$ cat config.mk
export PLATFORM = sky130hd
export DESIGN_NAME = cache_ctrl
export DESIGN_NICKNAME = d
export VERILOG_FILES = /design/src/rtl/cache_pkg.sv /design/src/rtl/mem_pkg.sv /design/src/rtl/cache_array.sv /design/src/rtl/cache_ctrl.sv
export SDC_FILE = /design/constraint.sdc
export NUM_CORES = 1
export LEC_CHECK = 0
export ABC_AREA = 1
export BUFFER_PORTS_ARGS = -buffer_cell sky130_fd_sc_hd__buf_4
export CAP_MARGIN = 20
export CORE_ASPECT_RATIO = 2
export CORE_UTILIZATION = 54
export CTS_CLUSTER_SIZE = 12
export DETAILED_ROUTE_END_ITERATION = 8
export PLACE_DENSITY = 0.74
export SYNTH_ARGS = -nofsm -noshare
export SYNTH_HDL_FRONTEND = slang
export SYNTH_SLANG_ARGS = --single-unit
$ cat constraint.sdc
create_clock -name clk -period 8.7 [get_ports clk]
set_input_delay 0.87 -clock clk [delete_from_list [all_inputs] [get_ports clk]]
set_output_delay 0.87 -clock clk [all_outputs]
set_load 0.05 [all_outputs]
$ cat src/rtl/cache_pkg.sv
package cache_pkg;

    // Word and address widths on the CPU side
    localparam int WORD_BITS      = 16;
    localparam int ADDR_BITS      = 16;

    // Address splits into tag, set index and word offset
    localparam int OFF_BITS       = 2;
    localparam int IDX_BITS       = 1;
    localparam int TAG_BITS       = ADDR_BITS - IDX_BITS - OFF_BITS;
    localparam int LINE_ADDR_BITS = ADDR_BITS - OFF_BITS;

    // Cache geometry
    localparam int LINE_WORDS     = 1 << OFF_BITS;
    localparam int NUM_SETS       = 1 << IDX_BITS;
    localparam int NUM_WAYS       = 2;

    typedef logic [WORD_BITS-1:0]      word_t;
    typedef logic [ADDR_BITS-1:0]      waddr_t;
    typedef logic [TAG_BITS-1:0]       tag_t;
    typedef logic [IDX_BITS-1:0]       idx_t;
    typedef logic [OFF_BITS-1:0]       off_t;
    typedef logic [LINE_ADDR_BITS-1:0] laddr_t;

    // Word 0 sits in the lowest 16 bits
    typedef word_t [LINE_WORDS-1:0] line_t;

    typedef struct packed {
        logic   rd;
        logic   wr;
        waddr_t addr;
        word_t  wdata;
    } cpu_req_t;

    function automatic off_t addr_off(waddr_t a);
        return a[OFF_BITS-1:0];
    endfunction

    function automatic idx_t addr_idx(waddr_t a);
        return a[OFF_BITS +: IDX_BITS];
    endfunction

    function automatic tag_t addr_tag(waddr_t a);
        return a[ADDR_BITS-1 -: TAG_BITS];
    endfunction

    function automatic laddr_t line_addr(waddr_t a);
        return a[ADDR_BITS-1:OFF_BITS];
    endfunction

endpackage

$ cat src/rtl/mem_pkg.sv
package mem_pkg;

    localparam int MEM_WORD_BITS  = 16;
    localparam int MEM_LINE_WORDS = 4;
    // Memory is addressed in whole lines
    localparam int MEM_LADDR_BITS = 14;

    typedef logic [MEM_WORD_BITS-1:0]  mem_word_t;
    typedef mem_word_t [MEM_LINE_WORDS-1:0] mem_line_t;
    typedef logic [MEM_LADDR_BITS-1:0] mem_laddr_t;
    typedef logic [MEM_LINE_WORDS-1:0] mem_mask_t;

    // Read and write are single-cycle pulses
    typedef struct packed {
        logic       rd;
        logic       wr;
        mem_laddr_t addr;
        mem_line_t  data;
        mem_mask_t  mask;
    } mem_req_t;

    // Read line is valid in the ack cycle
    typedef struct packed {
        logic      ack;
        mem_line_t rdata;
    } mem_rsp_t;

endpackage

$ cat src/rtl/cache_array.sv
`timescale 1ns/1ps

module cache_array (
    input  logic              clk,
    input  logic              reset_n,
    input  cache_pkg::waddr_t i_addr,
    output logic              o_hit,
    output cache_pkg::word_t  o_hit_word,
    output cache_pkg::line_t  o_merged_line,
    input  cache_pkg::word_t  i_wdata,
    input  logic              i_touch,
    input  logic              i_write_word,
    input  logic              i_fill,
    input  cache_pkg::line_t  i_fill_line
);
    import cache_pkg::*;

    // Storage per set and way
    logic [NUM_WAYS-1:0] valid [NUM_SETS];
    tag_t                tags  [NUM_SETS][NUM_WAYS];
    line_t               lines [NUM_SETS][NUM_WAYS];
    // Way to replace next in each set
    logic                lru   [NUM_SETS];

    idx_t                idx;
    tag_t                tag;
    off_t                off;
    logic [NUM_WAYS-1:0] way_hit;
    logic                hit_way;
    logic                victim;
    line_t               hit_line;

    assign idx = addr_idx(i_addr);
    assign tag = addr_tag(i_addr);
    assign off = addr_off(i_addr);

    // Tag compare in both ways of the addressed set
    always_comb begin
        for (int w = 0; w < NUM_WAYS; w++) begin
            way_hit[w] = valid[idx][w] && (tags[idx][w] == tag);
        end
    end

    assign o_hit    = |way_hit;
    assign hit_way  = way_hit[1];
    assign hit_line = lines[idx][hit_way];

    assign o_hit_word = hit_line[off];

    // Hit line with the write word dropped in at the offset
    always_comb begin
        o_merged_line      = hit_line;
        o_merged_line[off] = i_wdata;
    end

    // Empty way first, otherwise the LRU way
    always_comb begin
        if (!valid[idx][0]) begin
            victim = 1'b0;
        end else if (!valid[idx][1]) begin
            victim = 1'b1;
        end else begin
            victim = lru[idx];
        end
    end

    // Valid and LRU state
    always_ff @(posedge clk) begin
        if (!reset_n) begin
            for (int s = 0; s < NUM_SETS; s++) begin
                valid[s] <= '0;
                lru[s]   <= 1'b0;
            end
        end else if (i_fill) begin
            valid[idx][victim] <= 1'b1;
            lru[idx]           <= ~victim;
        end else if (i_touch || i_write_word) begin
            // Other way becomes the next to go
            lru[idx] <= ~hit_way;
        end
    end

    // Tag and line contents
    always_ff @(posedge clk) begin
        if (i_fill) begin
            tags[idx][victim]  <= tag;
            lines[idx][victim] <= i_fill_line;
        end else if (i_write_word) begin
            lines[idx][hit_way] <= o_merged_line;
        end
    end

endmodule

$ cat src/rtl/cache_ctrl.sv
`timescale 1ns/1ps

module cache_ctrl #(
    // Latency of the attached memory
    parameter int MEM_LATENCY = 4
) (
    input  logic                clk,
    input  logic                reset_n,
    input  cache_pkg::cpu_req_t i_cpu_req,
    output logic                o_ready,
    output cache_pkg::word_t    o_rdata,
    output mem_pkg::mem_req_t   o_mem_req,
    input  mem_pkg::mem_rsp_t   i_mem_rsp
);
    import cache_pkg::*;
    import mem_pkg::*;

    typedef enum logic [1:0] {
        ST_READY,
        ST_LOOKUP,
        ST_MISS_WAIT,
        ST_WMISS_WAIT
    } state_t;

    state_t    state;
    cpu_req_t  req_q;
    // Line write-through still in flight
    logic      bg_pending;

    logic      mem_rd_q;
    logic      mem_wr_q;
    laddr_t    mem_addr_q;
    line_t     mem_data_q;
    mem_mask_t mem_mask_q;

    logic      hit;
    word_t     hit_word;
    line_t     merged_line;
    logic      mem_free;
    logic      do_touch;
    logic      do_fill;
    logic      issue_rd;
    logic      issue_line;
    logic      issue_word;

    cache_array u_cache_array (
        .clk           (clk),
        .reset_n       (reset_n),
        .i_addr        (req_q.addr),
        .o_hit         (hit),
        .o_hit_word    (hit_word),
        .o_merged_line (merged_line),
        .i_wdata       (req_q.wdata),
        .i_touch       (do_touch),
        .i_write_word  (issue_line),
        .i_fill        (do_fill),
        .i_fill_line   (i_mem_rsp.rdata)
    );

    assign o_ready = (state == ST_READY);

    // Memory can take a new request once the background write acks
    assign mem_free = !bg_pending || i_mem_rsp.ack;

    // Lookup decision
    always_comb begin
        do_touch   = 1'b0;
        do_fill    = 1'b0;
        issue_rd   = 1'b0;
        issue_line = 1'b0;
        issue_word = 1'b0;
        case (state)
            ST_LOOKUP: begin
                if (req_q.rd) begin
                    if (hit) begin
                        do_touch = 1'b1;
                    end else begin
                        issue_rd = mem_free;
                    end
                end else if (hit) begin
                    issue_line = mem_free;
                end else begin
                    issue_word = mem_free;
                end
            end
            ST_MISS_WAIT: do_fill = i_mem_rsp.ack;
            default: ;
        endcase
    end

    always_ff @(posedge clk) begin
        if (!reset_n) begin
            state      <= ST_READY;
            bg_pending <= 1'b0;
            mem_rd_q   <= 1'b0;
            mem_wr_q   <= 1'b0;
        end else begin
            mem_rd_q <= issue_rd;
            mem_wr_q <= issue_line || issue_word;
            if (i_mem_rsp.ack) begin
                bg_pending <= 1'b0;
            end
            if (issue_line) begin
                bg_pending <= 1'b1;
            end
            case (state)
                ST_READY: begin
                    if (i_cpu_req.rd || i_cpu_req.wr) begin
                        state <= ST_LOOKUP;
                    end
                end
                ST_LOOKUP: begin
                    // Stays here while memory is busy with a write-through
                    if (do_touch || issue_line) begin
                        state <= ST_READY;
                    end else if (issue_rd) begin
                        state <= ST_MISS_WAIT;
                    end else if (issue_word) begin
                        state <= ST_WMISS_WAIT;
                    end
                end
                ST_MISS_WAIT, ST_WMISS_WAIT: begin
                    if (i_mem_rsp.ack) begin
                        state <= ST_READY;
                    end
                end
                default: state <= ST_READY;
            endcase
        end
    end

    always_ff @(posedge clk) begin
        if (o_ready && (i_cpu_req.rd || i_cpu_req.wr)) begin
            req_q <= i_cpu_req;
        end
        if (do_touch) begin
            o_rdata <= hit_word;
        end else if (do_fill) begin
            o_rdata <= i_mem_rsp.rdata[addr_off(req_q.addr)];
        end
        if (issue_rd || issue_line || issue_word) begin
            mem_addr_q <= line_addr(req_q.addr);
            // Single word goes out in every slot and the mask picks one
            mem_data_q <= issue_word ? {LINE_WORDS{req_q.wdata}} : merged_line;
            mem_mask_q <= issue_word ? mem_mask_t'(1) << addr_off(req_q.addr) : '1;
        end
    end

    assign o_mem_req = '{
        rd:   mem_rd_q,
        wr:   mem_wr_q,
        addr: mem_addr_q,
        data: mem_data_q,
        mask: mem_mask_q
    };

endmodule

Word-level counts from Yosys, hierarchy flattened
Memories as Yosys holds them, arrays and structs flattened. A register that Yosys moved wholly into a read port is not among the register bits.
Index checks and enable logic that the tools add are counted.
{ "classes": {"eq_ne": 8, "n_mux": 196, "bitwise": 133, "shift": 1, "n_reduce_logical": 22, "add_sub_neg": 0, "order_cmp": 8, "div": 0, "multipliers": 0} }
{ "op_table": {"columns": ["cell", "count"], "rows": [
  ["$mux W64", 6],
  ["$mux W128", 2],
  ["$mux W1", 164],
  ["$or A1 B1 Y1", 129],
  ["$demux W64 S1", 2],
  ["$mux W16", 5],
  ["$bmux W16 S2", 2],
  ["$bwmux W64", 1],
  ["$demux W16 S2", 1],
  ["$eq A13 B13 Y1", 2],
  ["$mux W26", 1],
  ["$mux W2", 8],
  ["$demux W13 S1", 1],
  ["$mux W13", 1],
  ["$logic_and A1 B1 Y1", 7],
  ["$logic_or A1 B1 Y1", 6],
  ["$pmux W2 S3", 1],
  ["$reduce_or A2 Y1", 3],
  ["$eq A2 B2 Y1 const B", 2],
  ["$ge A2 B2 Y1 const B", 2],
  ["$lt A2 B1 Y1 const B", 2],
  ["$ne A4 B4 Y1 const B", 1],
  ["$not A1 Y2", 2],
  ["$reduce_bool A2 Y1", 2],
  ["other kinds (14)", 15]
]} }
{ "word_totals": {"input_bits": 101, "latch_bits": 0, "mem_count": 4, "ram_bits": 314, "wordCells": 386, "romBits": 0, "ff_bits": 136, "out_inout_bits": 101} }
{ "mem_list": {"columns": ["memory", "words", "width", "read_ports", "rd_ports_with_merged_regs", "wr", "line_no", "rtl"], "rows": [
  ["u_cache_array.lines", 2, 128, 1, 1, 1, "cache_array.sv:21", "line_t lines [NUM_SETS][NUM_WAYS];"],
  ["u_cache_array.tags", 2, 26, 1, 1, 1, "cache_array.sv:20", "tag_t tags [NUM_SETS][NUM_WAYS];"],
  ["u_cache_array.valid", 2, 2, 1, 1, 2, "cache_array.sv:19", "logic [NUM_WAYS-1:0] valid [NUM_SETS];"],
  ["u_cache_array.lru", 2, 1, 1, 1, 2, "cache_array.sv:23", "logic lru [NUM_SETS];"]
]} }

Depth between registers and ports, before layout
{ "depth": {"depth_word": 14, "depth_mapped": 21, "ltp_nobuf": 16} }

Hierarchy
Synthesis repeated with hierarchy kept, for this count alone.
{ "hier_totals": {"hier_cells": 2674, "area_unflattened_um2": 23052.1} }
{ "by_module_without_submodules": {"columns": ["mod", "area_per_inst_um2", "seq_area_each_um2", "cells_per_inst", "instances"], "rows": [
  ["cache_array", 17513.0, 9369.0, 2187, 1],
  ["cache_ctrl", 5539.1, 4033.9, 487, 1]
]} }

Worst setup path before layout
No wires, ideal clock.
{ "synth_path": {"path_type": "input-to-reg", "start": "input i_mem_rsp[64] (netlist name)", "end": "memory u_cache_array.lines[1][0] (netlist name), enable pin", "n_path_buf": 1, "arrival_time_ns": 4.842, "t_required_ns": 8.193, "setup_time_ns": 0.507, "path_stages": 9, "path_slack_ns": 3.351, "cell_sequence": "nor2_1 nor2_1 inv_1 nor2_1 inv_1 nor2_1 buf_2 inv_1 a21oi_1"} }
{ "synth_between": {"elab_chain_cells": 8, "elab_cells_between_ends": 11, "classes_between": "9 x mux; 1 x bitwise; 1 x reduce/logical"} }
{ "synth_lines": {"columns": ["item", "line_no", "rtl"], "rows": [
  ["from (decl)", "cache_ctrl.sv:13", "input mem_pkg::mem_rsp_t i_mem_rsp"],
  ["$logic_or A1 B1 Y1", "cache_ctrl.sv:63", "assign mem_free = !bg_pending || i_mem_rsp.ack;"],
  ["$mux W1", "cache_ctrl.sv:80", "end else if (hit) begin"],
  ["$mux W1", "cache_ctrl.sv:74", "if (req_q.rd) begin"],
  ["$mux W1", "cache_ctrl.sv:72", "case (state)"],
  ["$mux W1", "cache_array.sv:88", "end else if (i_write_word) begin"],
  ["$mux W1", "cache_array.sv:85", "if (i_fill) begin"],
  ["$mux W128 (implied by the code)", "cache_array.sv:89", "lines[idx][hit_way] <= o_merged_line;"],
  ["$or A1 B1 Y1 (no source line) (*)", null, null],
  ["to (decl)", "cache_array.sv:21", null]
]} }
Every way passes the cells marked *; elsewhere a longest branch is shown, timed or not.

==> run summary <==
The run finished with clean final reports. The ratio of final minimum period to clock period is 60.9%. The summed negative setup slack over all endpoints came out at 0 ns. Entering global routing, the biggest net connects 98 pins. The area growth from synthesis to final layout is 14.7%. Across the VDD grid, the largest voltage drop is 0.175 mV. The via count of the routed design came out at 17400. For this run, the slowest stage of the critical path takes 0.82 ns. The global router's overall resource usage is 34.2%.

The total global routing overflow came out at 0. The number of distinct library cell variants in the gate-level netlist after synthesis came out at 22. The worst setup slack before clock tree synthesis is 3.40 ns. The minimum clock period is 5.30 ns. The signal on the critical path passes through inv_4 -> buf_4 -> nand2_1 -> nand3_1 -> nand2_1 -> nor2_1 -> nand2_1 -> nor2_1 -> nand2_1 -> nand2_1 -> nand2_1 -> clkinv_1 -> nand2_1 -> clkinv_2 -> buf_4 -> o21ai_0.

The iteration-0 DRC count of the detailed router is 2102. The count of yosys warnings during synthesis is 0. The post-synth design cell area is 21100 sq um. The per-cell via count in the routed design came out at 5.92. The xor/xnor share of the synthesized area is 0%. The number of antenna violations at the first check in global routing is 1.

The pre-antenna-repair detailed-routing pass consisted of 6 iterations. The full die area came out at 39900 sq um. The global-route track usage on met2 came out at 58.8%. The count of endpoints failing hold in the final timing report is 0.

The proportion of power drawn by the clock network is 21.8%. The multi-input combinational cells in the finished layout cover a total of 6550 sq um. The share of the synthesized area in compound gates (AO/OA/AOI/OAI) came out at 6.40%. The area used by sequential logic in the layout came out at 13400 sq um. Setup violations remaining at the end of the flow were counted as 0. The fraction of power consumed by combinational cells came out at 39.8%.

The maximum clock rate came out at 189 MHz. The first global-routing pass estimated 98.9 mm of wire. The congestion estimate from routability-driven global placement came to 0.893. The data arrival time of the worst path is 5.55 ns.

The number of antenna diodes in the final layout is 0. The maximum net fanout on the critical path is 83. From left edge to right edge, the die measures 142 um. The cell area reported after detailed placement is 23000 sq um. The net count after synthesis came out at 2343. After clock tree synthesis, the clock-pin slew on the worst setup and hold paths is 0.06 ns.

The library cell used as clock root buffer is clkbuf_16. The clock insertion delay at the later pin of the skew report came out at 0.56 ns. The number of buffers added by the clock tree synthesis step came out at 44. The proportion of layout cells with a drive suffix above 1 is 12.1%. The dominant combinational cell family by area after synthesis is simple AND/OR/NAND/NOR gates. The cell-internal power came out at 4.59 mW. Between clock sinks in the finished design, the worst skew comes to 0.0126 ns. The count of clock tree sinks is 451.

Across all setup checks in the final design, the least slack found is 3.40 ns. The half-perimeter wire length after detailed placement came out at 43.6 mm. The number of max-cap violations came out at 0. The detailed-route wire length came out at 67.8 mm. CTS built an H-tree with a depth of 2. For this design the static power due to leakage is 9.94 nW. met2 is the most crowded layer.

The floorplan die height is 282 um. The mean instance size in the synthesized netlist is 9.41 sq um. The endpoint required time on the critical path came out at 8.95 ns. The synthesized netlist devotes 0% of its cell area to adder and majority cells. The initial utilization of the core area, before any placement, comes to 54.6%.

The basic-gate share of the synthesized area counting and, or, nand and nor cells came out at 24.3%. The post-cts sizing count is 0. The maximum count of clock buffers along a single path is 3. The number of primary I/O pins came out at 202.

For this run, global-route usage on met3 was measured as 3.84%. For this design, the CTS-stage hold fixing added 0 buffers. The number of pins exceeding their max-slew limit in the final report is 0. The filler cells instantiated in the layout total 3183. The finished cells cover 24200 sq um. The via count of the first global-routing pass came to 16700. The floorplan row count is 102.

For this design the ratio of total power to cell area is 329 nW/um^2. The sort of element at the start of the critical path is a flip-flop. The post-synthesis cell count is 2242.

The design draws 7.95 mW. Multiplexer cells account for 0% of the synthesized area. STA classifies the critical path endpoint as a flip-flop. For the pin with the worst max-slew slack, the measured transition is 1.14 ns.

After floorplanning, the core was sized to cover 38700 sq um. The wire length per cell after detailed routing came out at 23.0 um. The utilization of the core after routing came out at 62.6%. Among all stages on the critical path, the largest delay is contributed by buf_4. Once the clock tree was built, the setup fixing pass inserted 0 buffers.

The number of nets in the final layout came out at 2501. The global routing met1 resource utilization came out at 38.7%. The CTS tree is done.

Setup repair after global routing left no endpoint under its margin. The switching part of the total power is 42.3%. The setup path with the least slack is of type reg -> reg. Of the total power, registers draw 38.4%. The sequential element share of the synthesized area is 63.6%. The relative max-transition margin came out at 23.8%. In this run the tool buffered the top-level ports with 201 buffer cells. The analysis attributes to net switching a power of 3.36 mW. The cell that appears most often on the critical path is nand2_1. The number of remaining DRC errors is 0. The count of nets left with antenna violations once routing finished came out at 0.

The post-synthesis register bit count came out at 451. The min-delay analysis places its worst path in the category reg -> reg.
## worst paths after layout
| path | start | to | slack (ns) | depth (start not counted) |
|---|---|---|---|---|
| worst min register to register | u_cache_array.valid[0][0] | u_cache_array.valid[0][0] | 0.47 | 1 |
| worst min-delay path | u_cache_array.valid[0][0] | u_cache_array.valid[0][0] | 0.47 | 1 |
| worst max register to register | flip-flop | u_cache_array.lines[1][81] | 3.40 | 16 |
| worst max-delay path | flip-flop | u_cache_array.lines[1][81] | 3.40 | 16 |
## power groups by stage
stage | combinational [mW] | sequential (mW) | clock (mW)
finish | 3.16 | 3.05 | 1.74
global route | 3.36 | 3.08 | 1.82
CTS | 3.14 | 3.05 | 1.74
detailed placement | 3.12 | 3.09 | 0
global placement | 3.10 | 3.09 | 0
floorplan | 1.37 | 3.74 | 0
## final cells by class
cell class / instances / share of cell area [%]
clock buffer: 64 / 4.99
multi-input combinational: 1510 / 27.1
clock inverter: 4 / 0.0672
inverter: 162 / 2.53
tap: 520 / 2.69
sequential: 451 / 55.5
timing repair buffer: 231 / 7.17
## per-layer routing
layer  vias to the layer above  part of all wire, %  wire length (um)
li1                       7879                    -                 -
met1                      8247                   34             22900
met4                         2                  8.5              5760
met5                         -                0.022                15
met3                       234                  7.8              5310
met2                      1047                   50             33800
## per-stage QoR
step / hold slack [ns] / std cells
after detailed placement: 0.455 / 2874
final: 0.470 / 2942
after CTS: 0.469 / 2942
after floorplan: 0.441 / 2242
after global routing: 0.476 / 2942
after global placement: 0.447 / 2874
## logic make-up (layout without fill, tap and decap cells)
logic type	after synthesis	count (layout)
AOI/OAI and AO/OA	243	243
DFF	451	451
buffers and inverters	281	461
and+or+nand+nor	1267	1267
## layout by cell type (no fill, tap or decap), types with 5 or more instances in the layout
master     Yosys  layout
clkbuf_16      0      45
o22ai_1       32      32
nor2_1        74      69
nor3_1        16      16
buf_4         21     231
o21ai_1       28      28
dfxtp_1       12      11
edfxtp_1     439     439
o21ai_0      140     140
nand3_1      277     277
inv_1        157     156
o211ai_1      34      34
clkbuf_1      66      18
nand2_1      899     898
clkinv_1       1       5
## sequential cells by signal (all words and copies together) (netlist names), named ones only
name and cells:
u_cache_array.valid 4, o_mem_req 64, u_cache_array.lru 2, mem_wr_q 1
mem_addr_q 14, bg_pending 1, req_q 33, mem_mask_q 4
u_cache_array.tags 52, o_rdata 16, u_cache_array.lines 256, state 2
mem_rd_q 1
## synthesized netlist by cell type, drive strengths merged
library cell	instances	share of area [%]
o22ai	32	0.95
nor2	74	1.3
a21oi	5	0.12
nand2	899	16
dfxtp	12	1.1
clkbuf	66	1.2
nand3	277	6.6
inv	161	2.9
nand4	1	0.030
o21ai	168	4.0
buf	53	1.6
edfxtp	439	62
clkinv	1	0.018
o21a	4	0.14
o211ai	34	1.2
nor3	16	0.38
## critical path: cells and delay by family, from the launching register on
family,cells,cell delay [ns]
AND/OR/NAND/NOR,10,1.73
AO/OA/AOI/OAI,1,0.24
buffers and inverters,5,2.57
flip-flops,1,0.35
Note: power is estimated with default switching activity, not from simulation.
